--- src/source/channel_defs.svh ---
`ifndef CHANNEL_DEFS_SVH
`define CHANNEL_DEFS_SVH

// --------------------------------------------------
// BCH(15,5) code parameters
// --------------------------------------------------
`define BCH_N 15                 // codeword length
`define BCH_K 5                  // message length
`define BCH_GEN 11'b10100110111  // generator polynomial, degree 10
`define BCH_T 3                  // errors corrected per codeword

// --------------------------------------------------
// channel parameters
// --------------------------------------------------
`define DATA_W 8                 // one byte per request
`define LFSR_SEED 16'hB5A3       // must be nonzero

`endif

--- src/source/bch_pkg.sv ---
`default_nettype none

`include "channel_defs.svh"

package bch_pkg;

    typedef logic [`BCH_K-1:0]         message_t;
    typedef logic [`BCH_N-1:0]         codeword_t;
    typedef logic [`BCH_N-`BCH_K-1:0]  parity_t;
    typedef logic [3:0]                distance_t;

    // systematic codeword: message on top, remainder of msg*x^(n-k) mod g below
    function automatic codeword_t bch_codeword_of(input message_t msg);
        codeword_t rem;
        codeword_t gen;
        gen = codeword_t'(`BCH_GEN);
        rem = {msg, parity_t'(0)};
        for (int i = `BCH_N - 1; i >= `BCH_N - `BCH_K; i--) begin
            if (rem[i]) begin
                rem = rem ^ (gen << (i - (`BCH_N - `BCH_K)));  // long division step
            end
        end
        return {msg, rem[`BCH_N-`BCH_K-1:0]};
    endfunction

endpackage

`default_nettype wire

--- src/source/channel_pkg.sv ---
`default_nettype none

`include "channel_defs.svh"

package channel_pkg;

    typedef logic [`DATA_W-1:0]    data_t;
    typedef logic [7:0]            err_count_t;
    typedef logic [2*`BCH_N-1:0]   channel_word_t;  // high codeword in the upper half

    typedef struct packed {
        logic       bch_en;     // protect both nibbles
        logic       ber_en;     // inject random bit flips
        err_count_t err_count;  // flips requested
    } channel_cfg_t;

    typedef enum logic [2:0] {
        idle,
        encode_hi,
        encode_lo,
        inject,
        decode_hi,
        decode_lo,
        done
    } ctrl_state_t;

endpackage

`default_nettype wire

--- src/source/bch_encoder.sv ---
`timescale 1ns/1ps
`default_nettype none

`include "channel_defs.svh"

module bch_encoder
    import bch_pkg::*;
(
    input  logic      clk,
    input  logic      rst,
    input  logic      start,
    input  message_t  message,
    output logic      done,
    output codeword_t codeword
);

    localparam int PAR_W = `BCH_N - `BCH_K;
    localparam int CNT_W = $clog2(`BCH_K);
    localparam logic [CNT_W-1:0] LAST_BIT = CNT_W'(`BCH_K - 1);
    localparam parity_t GEN_LOW = parity_t'(`BCH_GEN);  // x^10 term is implicit

    logic             busy;
    logic [CNT_W-1:0] bit_cnt;
    message_t         msg_r;
    parity_t          parity;
    parity_t          parity_next;
    logic             feedback;

    // msb first through the division register
    assign feedback    = msg_r[`BCH_K-1-bit_cnt] ^ parity[PAR_W-1];
    assign parity_next = {parity[PAR_W-2:0], 1'b0} ^ (feedback ? GEN_LOW : '0);

    // --------------------------------------------------
    // control
    // --------------------------------------------------
    always_ff @(posedge clk or posedge rst) begin
        if (rst) begin
            busy    <= 1'b0;
            bit_cnt <= '0;
            done    <= 1'b0;
        end else begin
            done <= 1'b0;
            if (start) begin
                busy    <= 1'b1;
                bit_cnt <= '0;
            end else if (busy) begin
                bit_cnt <= bit_cnt + 1'b1;
                if (bit_cnt == LAST_BIT) begin  // last message bit shifted in
                    busy <= 1'b0;
                    done <= 1'b1;
                end
            end
        end
    end

    // --------------------------------------------------
    // datapath
    // --------------------------------------------------
    always_ff @(posedge clk) begin
        if (start) begin
            msg_r  <= message;
            parity <= '0;
        end else if (busy) begin
            parity <= parity_next;
            if (bit_cnt == LAST_BIT) begin
                codeword <= {msg_r, parity_next};
            end
        end
    end

    // the controller waits for done before the next nibble
    assert property (@(posedge clk) disable iff (rst) start |-> !busy)
        else $error("bch_encoder: start while busy");

endmodule

`default_nettype wire

--- src/source/error_injector.sv ---
`timescale 1ns/1ps
`default_nettype none

`include "channel_defs.svh"

module error_injector
    import channel_pkg::*;
(
    input  logic          clk,
    input  logic          rst,
    input  logic          start,
    input  channel_word_t word_in,
    input  logic          bch_en,
    input  err_count_t    err_count,
    output logic          done,
    output channel_word_t word_out
);

    localparam int CW_BITS = 2 * `BCH_N;
    localparam err_count_t BITS_BCH = err_count_t'(CW_BITS);
    localparam err_count_t BITS_RAW = err_count_t'(`DATA_W);

    logic [15:0]   lfsr;
    logic          lfsr_fb;
    logic [4:0]    idx;
    logic [4:0]    pos;
    logic          pos_ok;
    channel_word_t flip_bit;
    logic          hit;
    logic          busy;
    logic          bch_mode;
    err_count_t    flips;
    err_count_t    target;
    err_count_t    avail;
    err_count_t    clamped;
    channel_word_t word_r;
    channel_word_t mask;   // bits already flipped

    // x^16 + x^14 + x^13 + x^11 + 1
    assign lfsr_fb = lfsr[15] ^ lfsr[13] ^ lfsr[12] ^ lfsr[10];
    assign idx     = lfsr[4:0] ^ lfsr[15:11];

    assign avail   = bch_en ? BITS_BCH : BITS_RAW;
    assign clamped = (err_count > avail) ? avail : err_count;

    always_comb begin
        if (bch_mode) begin
            pos    = idx;
            pos_ok = (idx < CW_BITS);   // 30 and 31 are redrawn
        end else begin
            pos    = {2'b00, idx[2:0]};  // low byte only
            pos_ok = 1'b1;
        end
    end

    assign flip_bit = channel_word_t'(1) << pos;
    assign hit      = busy && pos_ok && ((mask & flip_bit) == '0);
    assign word_out = word_r;

    // --------------------------------------------------
    // control and random source
    // --------------------------------------------------
    always_ff @(posedge clk or posedge rst) begin
        if (rst) begin
            lfsr  <= `LFSR_SEED;
            busy  <= 1'b0;
            done  <= 1'b0;
            flips <= '0;
        end else begin
            lfsr <= {lfsr[14:0], lfsr_fb};  // free running
            done <= 1'b0;
            if (start) begin
                flips <= '0;
                if (clamped == '0) begin
                    done <= 1'b1;
                end else begin
                    busy <= 1'b1;
                end
            end else if (hit) begin
                flips <= flips + 1'b1;
                if (flips + 1'b1 == target) begin
                    busy <= 1'b0;
                    done <= 1'b1;
                end
            end
        end
    end

    always_ff @(posedge clk) begin
        if (start) begin
            word_r   <= word_in;
            mask     <= '0;
            target   <= clamped;
            bch_mode <= bch_en;
        end else if (hit) begin
            word_r <= word_r ^ flip_bit;
            mask   <= mask | flip_bit;
        end
    end

    // word_in and err_count stay stable in the controller until done
    assert property (@(posedge clk) disable iff (rst)
        done |-> ($countones(word_out ^ word_in) <= int'(err_count)))
        else $error("error_injector: more flips than requested");

endmodule

`default_nettype wire

--- src/source/bch_decoder.sv ---
`timescale 1ns/1ps
`default_nettype none

`include "channel_defs.svh"

module bch_decoder
    import bch_pkg::*;
(
    input  logic      clk,
    input  logic      rst,
    input  logic      start,
    input  codeword_t received,
    output logic      done,
    output message_t  message
);

    logic      busy;
    message_t  cand;        // candidate message stepping 0 to 31
    codeword_t rx_r;
    distance_t cand_dist;
    distance_t best_dist;
    message_t  best_msg;
    logic      take;

    assign cand_dist = distance_t'($countones(bch_codeword_of(cand) ^ rx_r));

    // ties keep the earlier candidate
    assign take = (cand_dist < best_dist);

    // --------------------------------------------------
    // candidate sweep
    // --------------------------------------------------
    always_ff @(posedge clk or posedge rst) begin
        if (rst) begin
            busy <= 1'b0;
            cand <= '0;
            done <= 1'b0;
        end else begin
            done <= 1'b0;
            if (start) begin
                busy <= 1'b1;
                cand <= '0;
            end else if (busy) begin
                cand <= cand + 1'b1;
                if (cand == '1) begin  // 32nd candidate checked
                    busy <= 1'b0;
                    done <= 1'b1;
                end
            end
        end
    end

    // --------------------------------------------------
    // best match tracking
    // --------------------------------------------------
    always_ff @(posedge clk) begin
        if (start) begin
            rx_r      <= received;
            best_dist <= '1;
            best_msg  <= '0;
        end else if (busy) begin
            if (take) begin
                best_dist <= cand_dist;
                best_msg  <= cand;
            end
            if (cand == '1) begin
                message <= take ? cand : best_msg;  // last candidate may still win
            end
        end
    end

endmodule

`default_nettype wire

--- src/source/channel_controller.sv ---
`timescale 1ns/1ps
`default_nettype none

`include "channel_defs.svh"

module channel_controller
    import bch_pkg::*;
    import channel_pkg::*;
(
    input  logic          clk,
    input  logic          rst,
    input  data_t         data_in,
    input  channel_cfg_t  cfg,
    input  logic          data_in_valid,
    output data_t         data_out,
    output logic          data_out_valid,
    // encoder
    output logic          enc_start,
    output message_t      enc_message,
    input  logic          enc_done,
    input  codeword_t     enc_codeword,
    // error injector
    output logic          inj_start,
    output channel_word_t inj_word,
    output logic          inj_bch_en,
    output err_count_t    inj_count,
    input  logic          inj_done,
    input  channel_word_t inj_word_out,
    // decoder
    output logic          dec_start,
    output codeword_t     dec_received,
    input  logic          dec_done,
    input  message_t      dec_message
);

    localparam int NIB_W = `DATA_W / 2;
    localparam int PAD_W = 2 * `BCH_N - `DATA_W;

    ctrl_state_t      state;
    channel_cfg_t     cfg_r;
    data_t            data_r;
    channel_word_t    chan_word;   // what travels over the channel
    logic [NIB_W-1:0] nib_hi;
    logic [NIB_W-1:0] nib_lo;
    logic             accept;
    data_t            result;

    // strobes during processing are dropped
    assign accept = data_in_valid && (state == idle || state == done);

    assign inj_word   = chan_word;
    assign inj_bch_en = cfg_r.bch_en;
    assign inj_count  = cfg_r.err_count;

    assign dec_received = (state == decode_lo) ? chan_word[`BCH_N-1:0]
                                               : chan_word[2*`BCH_N-1:`BCH_N];

    assign result = cfg_r.bch_en ? {nib_hi, nib_lo} : chan_word[`DATA_W-1:0];

    // --------------------------------------------------
    // FSM and phase strobes
    // --------------------------------------------------
    always_ff @(posedge clk or posedge rst) begin
        if (rst) begin
            state          <= idle;
            cfg_r          <= '0;
            enc_start      <= 1'b0;
            inj_start      <= 1'b0;
            dec_start      <= 1'b0;
            data_out_valid <= 1'b0;
        end else begin
            enc_start <= 1'b0;
            inj_start <= 1'b0;
            dec_start <= 1'b0;
            if (accept) begin
                cfg_r          <= cfg;
                data_out_valid <= 1'b0;
                if (cfg.bch_en) begin
                    state     <= encode_hi;
                    enc_start <= 1'b1;
                end else if (cfg.ber_en) begin
                    state     <= inject;
                    inj_start <= 1'b1;
                end else begin
                    state <= done;  // plain pass-through
                end
            end else begin
                case (state)
                    encode_hi: if (enc_done) begin
                        state     <= encode_lo;
                        enc_start <= 1'b1;
                    end
                    encode_lo: if (enc_done) begin
                        if (cfg_r.ber_en) begin
                            state     <= inject;
                            inj_start <= 1'b1;
                        end else begin
                            state     <= decode_hi;
                            dec_start <= 1'b1;
                        end
                    end
                    inject: if (inj_done) begin
                        if (cfg_r.bch_en) begin
                            state     <= decode_hi;
                            dec_start <= 1'b1;
                        end else begin
                            state <= done;
                        end
                    end
                    decode_hi: if (dec_done) begin
                        state     <= decode_lo;
                        dec_start <= 1'b1;
                    end
                    decode_lo: if (dec_done) begin
                        state <= done;
                    end
                    done: data_out_valid <= 1'b1;  // one cycle after entry
                    default: ;
                endcase
            end
        end
    end

    // --------------------------------------------------
    // datapath
    // --------------------------------------------------
    always_ff @(posedge clk) begin
        if (accept) begin
            data_r      <= data_in;
            chan_word   <= {{PAD_W{1'b0}}, data_in};
            enc_message <= message_t'(data_in[`DATA_W-1:NIB_W]);  // high nibble first
        end else begin
            case (state)
                encode_hi: if (enc_done) begin
                    chan_word[2*`BCH_N-1:`BCH_N] <= enc_codeword;
                    enc_message <= message_t'(data_r[NIB_W-1:0]);
                end
                encode_lo: if (enc_done) begin
                    chan_word[`BCH_N-1:0] <= enc_codeword;
                end
                inject: if (inj_done) begin
                    chan_word <= inj_word_out;
                end
                decode_hi: if (dec_done) begin
                    nib_hi <= dec_message[NIB_W-1:0];
                end
                decode_lo: if (dec_done) begin
                    nib_lo <= dec_message[NIB_W-1:0];
                end
                done: if (!data_out_valid) begin
                    data_out <= result;
                end
                default: ;
            endcase
        end
    end

    // valid must drop before any new phase starts
    assert property (@(posedge clk) disable iff (rst) data_out_valid |-> state == done)
        else $error("channel_controller: data_out_valid outside done");

endmodule

`default_nettype wire

--- src/source/channel_sim_top.sv ---
`timescale 1ns/1ps
`default_nettype none

module channel_sim_top
    import bch_pkg::*;
    import channel_pkg::*;
(
    input  logic         clk,
    input  logic         rst,
    input  data_t        data_in,
    input  channel_cfg_t cfg,
    input  logic         data_in_valid,
    output data_t        data_out,
    output logic         data_out_valid
);

    logic          enc_start;
    message_t      enc_message;
    logic          enc_done;
    codeword_t     enc_codeword;
    logic          inj_start;
    channel_word_t inj_word;
    logic          inj_bch_en;
    err_count_t    inj_count;
    logic          inj_done;
    channel_word_t inj_word_out;
    logic          dec_start;
    codeword_t     dec_received;
    logic          dec_done;
    message_t      dec_message;

    channel_controller u_ctrl (
        .clk            (clk),
        .rst            (rst),
        .data_in        (data_in),
        .cfg            (cfg),
        .data_in_valid  (data_in_valid),
        .data_out       (data_out),
        .data_out_valid (data_out_valid),
        .enc_start      (enc_start),
        .enc_message    (enc_message),
        .enc_done       (enc_done),
        .enc_codeword   (enc_codeword),
        .inj_start      (inj_start),
        .inj_word       (inj_word),
        .inj_bch_en     (inj_bch_en),
        .inj_count      (inj_count),
        .inj_done       (inj_done),
        .inj_word_out   (inj_word_out),
        .dec_start      (dec_start),
        .dec_received   (dec_received),
        .dec_done       (dec_done),
        .dec_message    (dec_message)
    );

    bch_encoder u_enc (
        .clk      (clk),
        .rst      (rst),
        .start    (enc_start),
        .message  (enc_message),
        .done     (enc_done),
        .codeword (enc_codeword)
    );

    error_injector u_inj (
        .clk       (clk),
        .rst       (rst),
        .start     (inj_start),
        .word_in   (inj_word),
        .bch_en    (inj_bch_en),
        .err_count (inj_count),
        .done      (inj_done),
        .word_out  (inj_word_out)
    );

    bch_decoder u_dec (
        .clk      (clk),
        .rst      (rst),
        .start    (dec_start),
        .received (dec_received),
        .done     (dec_done),
        .message  (dec_message)
    );

endmodule

`default_nettype wire

--- config.mk ---
export PLATFORM = sky130hd
export DESIGN_NAME = channel_sim_top
export DESIGN_NICKNAME = d
export VERILOG_FILES = /design/src/source/bch_pkg.sv /design/src/source/channel_pkg.sv /design/src/source/bch_encoder.sv /design/src/source/error_injector.sv /design/src/source/bch_decoder.sv /design/src/source/channel_controller.sv /design/src/source/channel_sim_top.sv
export VERILOG_INCLUDE_DIRS = /design/src /design/src/source
export SDC_FILE = /design/constraint.sdc
export NUM_CORES = 1
export LEC_CHECK = 0
export ABC_AREA = 1
export CAP_MARGIN = 20
export CORE_AREA = 10 10 210 212
export DETAILED_ROUTE_END_ITERATION = 6
export DIE_AREA = 0 0 220 222
export DONT_BUFFER_PORTS = 1
export GPL_TIMING_DRIVEN = 0
export PLACE_DENSITY = 0.42
export SETUP_SLACK_MARGIN = 0.05
export SYNTH_ARGS = -nofsm -noshare
export SYNTH_HDL_FRONTEND = slang
export SYNTH_HIERARCHICAL = 1
export SYNTH_SLANG_ARGS = --single-unit
--- constraint.sdc ---
create_clock -name clk -period 6.5 [get_ports clk]
set_input_delay 0.975 -clock clk [delete_from_list [all_inputs] [get_ports clk]]
set_output_delay 0.975 -clock clk [all_outputs]
set_load 0.02 [all_outputs]
**Word-level counts from Yosys, hierarchy flattened**

Index checks and enable logic that the tools add are counted.

- Add/subtract/negate cells: 18
- $mul: 0
- Div/mod/pow operators: 0
- Magnitude comparators: 4
- Eq/ne operators: 18
- Shift operators: 1
- Multiplexer cells: 81
- Bitwise operators: 19
- Reductions and logical operators: 30

Operator list:

| kind | count |
|---|---|
| $mux 30 | 3 |
| $pmux 15 s2 | 2 |
| $mux 1 | 40 |
| $mux 8 | 5 |
| $mux 3 | 11 |
| $lt 32x4->1 const B | 1 |
| $and 30x30->30 | 1 |
| $logic_not 30->1 | 1 |
| $mux 15 | 2 |
| $not 6->6 | 5 |
| $or 30x30->30 | 1 |
| $shl 1x5->30 const A | 1 |
| $xor 30x30->30 | 1 |
| $reduce_and 3->1 | 9 |
| $mux 5 | 5 |
| $add 4x4->4 | 6 |
| $mux 9 | 2 |
| $reduce_bool 2->1 | 9 |
| $ne 3x1->1 const B | 5 |
| $pmux 3 s5 | 1 |
| $xor 15x15->15 | 1 |
| $add 1x1->2 | 7 |
| $mux 13 | 1 |
| $eq 3x3->1 const B | 4 |
| other kinds (33) | 47 |

- Register bits: 234
- Bits in latches: 0
- Memory bits (writable): 0
- Memory bits (read-only): 0
- Memories: 0

**Depth between registers and ports, before layout**

- Word-level depth: 17
- Depth in mapped cells: 32

**Cells and area by module**

Netlist, hierarchy kept.

By module, submodules not included:

| module | times used | cells each | area each (µm²) | sequential area each (µm²) |
|---|---|---|---|---|
| error_injector | 1 | 575 | 4844.6 | 2433.6 |
| channel_controller | 1 | 393 | 3330.7 | 1826.8 |
| bch_decoder | 1 | 245 | 2240.9 | 955.9 |
| bch_encoder | 1 | 125 | 1458.9 | 925.9 |

**Least setup slack after synthesis**

Ideal clock, no wire load.

- Path type: reg2reg
- From: register u_dec.cand[2]
- To: register u_dec.message[0], data pin
- Library setup time: 0.255 ns
- Arrival: 5.128 ns
- Required time: 6.245 ns
- Setup slack: 1.117 ns
- Cell stages (with the launch flop): 25
- Path buffers: 1
- Period minus slack after synthesis: 5.383 ns
- Path through: dfrtp_1 buf_4 nand2_1 nand2_2 nand2_1 nand2_4 xor2_1 fa_1 inv_1 ha_1 inv_1 fa_1 fa_1 fa_1 inv_1 fa_1 inv_1 fa_1 inv_1 ha_1 nand2_1 nand2_1 nand2_2 nand3_1 and2_1

- Cells in the longest elaborated chain, start to end: 14

Ends and longest elaborated chain:

| what | RTL line | source |
|---|---|---|
| start: declaration | bch_decoder.sv:18 | `message_t cand;` |
| start signal: assignment | bch_decoder.sv:44 | `cand <= cand + 1'b1;` |
| $not 6->6 (no source line) | - |  |
| $mux 13 | bch_pkg.sv:19 | `if (rem[i]) begin` |
| $mux 11 | bch_pkg.sv:19 |  |
| $not 6->6 (no source line) | - |  |
| $mux 10 | bch_pkg.sv:19 |  |
| $not 6->6 (no source line) | - |  |
| $mux 9 | bch_pkg.sv:19 |  |
| $xor 15x15->15 * | bch_decoder.sv:25 | `assign cand_dist = distance_t'($countones(bch_codeword_of(cand) ^ rx_r));` |
| $add 1x1->2 (implied by the code) | bch_decoder.sv:25 |  |
| $add 4x4->4 (implied by the code) (2 in series) | bch_decoder.sv:25 |  |
| $add 4x4->4 (implied by the code) * | bch_decoder.sv:25 |  |
| net u_dec.cand_dist[1] | bch_decoder.sv:20 | `distance_t cand_dist;` |
| $lt 4x4->1 * | bch_decoder.sv:28 | `assign take = (cand_dist < best_dist);` |
| $mux 5 * | bch_decoder.sv:67 | `message <= take ? cand : best_msg;` |
| end signal: assignment | bch_decoder.sv:67 |  |
| end: declaration | bch_decoder.sv:14 | `output message_t message` |

Mark *: on every way through the listed nets, which the timed path passes. The rest lies on a longest branch.
A chain may end at the register's enable or synchronous reset.

**Final worst setup path**

- From: register u_dec.cand[0]
- To: register u_dec.message[3], data pin

- Cells in the longest elaborated chain, start to end: 12

Ends and longest elaborated chain:

| what | RTL line |
|---|---|
| $mux 13 | bch_pkg.sv:19 |
| $mux 12 | bch_pkg.sv:19 |
| $not 6->6 (no source line) | - |
| $mux 11 | bch_pkg.sv:19 |
| $mux 9 | bch_pkg.sv:19 |
| $xor 15x15->15 * | bch_decoder.sv:25 |
| $add 1x1->2 (implied by the code) | bch_decoder.sv:25 |
| $add 4x4->4 (implied by the code) (2 in series) | bch_decoder.sv:25 |
| $add 4x4->4 (implied by the code) * | bch_decoder.sv:25 |
| net u_dec.cand_dist[1] | bch_decoder.sv:20 |
| $lt 4x4->1 * | bch_decoder.sv:28 |
| $mux 5 * | bch_decoder.sv:67 |

Marked as above.

==> metrics <==
CP startpoint kind flip-flop; RSZ-0062 raised after global routing false; Final setup viols 0; Post-Syn Area 11,790 um2; CP most frequent cell fa_1; warnings from Yosys 6; slowest cell on the critical path fa_1; WL per Instance between 15 and 20 um; Max Slew Vio Count 0; Routed Wire Length roughly 32 mm; Post-CTS Setup Bufs 0; r2r startpoint u_dec/cand[0]$_DFFE_PP0P_; Pint approximately 2600 uW; delay-heaviest family, CP adder cells; All-Layer GR Usage 0.1282; CP Class flip-flop to flip-flop; Post-Syn Instances 1,329; io pins 30; Peak VDD IR 0.1805 mV; crit path capture u_dec/message[3]$_DFFE_PP_; clock network fraction of total power 0.516; CTS Buffer Depth 3; PnR Total Power about 3200 uW; Starting Density 0.2975; post_cts resized 0; crit path DAT slightly above 6000 ps; Die Width 220 um; Die Span Y 222 um; leakage power just under 0.006 uW; switching share of power 0.2106; clk_skew approximately 30 ps; syn_area_per_cell between 8 and 9 um2; # port buffers 0; Root Driver clkbuf_16; fin crit period between 5000 and 6000 ps; TNS Setup 0 ps; reg-to-reg critical path endpoint u_dec/message[3]$_DFFE_PP_; vias in the first global route roughly 8,600; outcome finished clean; total gr overflow 0; First-pass DRT Iterations 5; CP Buf/Inv Count 6; die area 48,840 um2; slowest stage delay, CP between 500 and 600 ps; row cnt 73; Gate power share 0.005; CP Cell Sequence buf_2, inv_1, nand3_1, nand2_4, nand2_1, nand3_1, nand2_1, fa_1, ha_1, inv_1, fa_1, fa_1, fa_1, inv_1, fa_1, inv_1, fa_1, inv_1, ha_1, nand2_1, nand2_1, nand2_2, nand3_1, and2_1; Crit. End Element flip-flop; crit-path max FO 9; Max Cap Viol 0; dpl hpwl 23.79 mm; Sink Count between 200 and 250; Filler Cells Inserted 4,209; CTS tree built; Hold Violations, Final 0; post-DR vias/cell about 4.6; max_slew headroom 0.4036; Hold-fix buffers, CTS 0; Worst-Skew Late Latency approximately 570 ps; # diodes 0; Critical path origin u_dec/cand[0]$_DFFE_PP0P_; first-pass GRT wire length between 40 and 50 mm; layout cell share with drive strength beyond 1 0.1183; worst min path class input port to asynchronous set/reset pin; Crit path depth 24; Final #Nets around 1,400; final worst path period share 0.8971; register share of total power 0.478; DR vias a little under 9,000; largest net degree at the start of global routing 34; pwr/cell area around 240 nW/um2; Routed Antenna Nets 0; Clk pin slew, worst setup/hold paths 60 ps; initial drt markers 576; CP required between 6000 and 7000 ps; actual slew at the worst max-slew pin about 890 ps; sw power between 600 and 700 uW; Layout area overhead 14.42%; initial antenna violation count 0; H-tree Lvls 1; R2R cell count 24; flop2flop setup slack about 670 ps; GP Congestion approximately 0.82; CTS Buf Count 28; Core ar. slightly below 40,000 um2; FMAX around 170 MHz; Remaining DRCs 0
==> worst min-delay path by stage <==
stage	endpoint	slack, ps	depth (start not counted)
2_1_floorplan	u_inj/lfsr[10]$_DFF_PP1_	330	0
3_3_place_gp	u_inj/lfsr[10]$_DFF_PP1_	330	0
3_5_place_dp	u_inj/lfsr[10]$_DFF_PP1_	340	0
4_1_cts	u_enc/done$_DFF_PP0_	180	1
5_1_grt	u_enc/bit_cnt[1]$_DFFE_PP0P_	190	1
6_report	u_enc/done$_DFF_PP0_	200	1
==> per-layer routing <==
metal | wire length (um) | vias to the layer above | share of wire | GRT usage
met5 | 0 | - | 0 | 0
met4 | 495 | 0 | 0.016 | 0.02928
met3 | 1475 | 31 | 0.047 | 0.02169
met2 | 14550 | 148 | 0.46 | 0.1997
met1 | 15080 | 4181 | 0.48 | 0.1807
li1 | - | 4399 | - | -
==> worst reg2reg max path, stage by stage (launching register included) <==
cell and delay [ps]:
dfrtp_1 380, buf_2 190, inv_1 190, nand3_1 160, nand2_4 120, nand2_1 60, nand3_1 70, nand2_1 70
fa_1 490, ha_1 290, inv_1 50, fa_1 510, fa_1 520, fa_1 550, inv_1 60, fa_1 440
inv_1 80, fa_1 410, inv_1 80, ha_1 220, nand2_1 70, nand2_1 80, nand2_2 160, nand3_1 110
and2_1 200
==> registers in the layout, indices dropped and copies added (netlist names), 8 cells and up <==
register and flops:
u_enc/codeword 15, u_inj/flips 8, u_inj/mask 30, u_enc/parity 10, u_dec/rx_r 15, u_inj/word_out 30, u_ctrl/data_out 8, u_inj/lfsr 16
u_inj/target 8, u_ctrl/inj_count 8, u_ctrl/inj_word 30
==> layout by cell type (no fill, tap or decap), drive strengths merged, types with 2 or more instances in the layout <==
cell      count
bufinv        5
ha           23
o211a        15
xor2         26
clkinvlp      3
fa            8
dfstp         9
xnor2        37
nand4        28
o21ai        86
nor2         77
buf          45
inv         166
and2         10
dfxtp        70
edfxtp      110
nand3       120
o22ai         3
nor3b         2
a21oi        46
clkinv       15
a31oi         4
clkbuf       47
nor3          4
nor4          4
nand2       368
dfrtp        46
conb          4
==> area by class of cell <==
| cell class | instances | area, um2 | area share |
|---|---|---|---|
| sequential | 235 | 6092 | 0.4515 |
| multi-input combinational | 870 | 4697 | 0.3481 |
| clock buffer | 31 | 754.5 | 0.05591 |
| tap | 525 | 656.9 | 0.04868 |
| inverter | 168 | 646.9 | 0.04794 |
| buffer | 58 | 367.9 | 0.02726 |
| clock inverter | 21 | 235.2 | 0.01743 |
| timing repair buffer | 3 | 43.79 | 0.003245 |
==> through the flow <==
step                      cell area (um2)  utilization  setup WS (ps)  hold slack [ps]  cells
after global routing                13490       0.3404          237.7            188.6   1911
after floorplan                     11800            -           1129            333.0   1331
final                               13490       0.3404          668.8            196.1   1911
after detailed placement            12480       0.3148          667.8            342.1   1858
after global placement              12460       0.3143          680.7            334.3   1856
after CTS                           13470       0.3397          625.8            176.7   1910
==> power groups by stage <==
| stage | Sequential, uW | Combinational [uW] | Clock (uW) |
|---|---|---|---|
| global route | 1550 | 20.9 | 1780 |
| floorplan | 1580 | 12.1 | 0 |
| global placement | 1580 | 16.3 | 0 |
| finish | 1550 | 17.8 | 1670 |
| detailed placement | 1580 | 16.5 | 0 |
| CTS | 1550 | 16.7 | 1720 |
No activity file was read; power rests on OpenSTA's default activity.
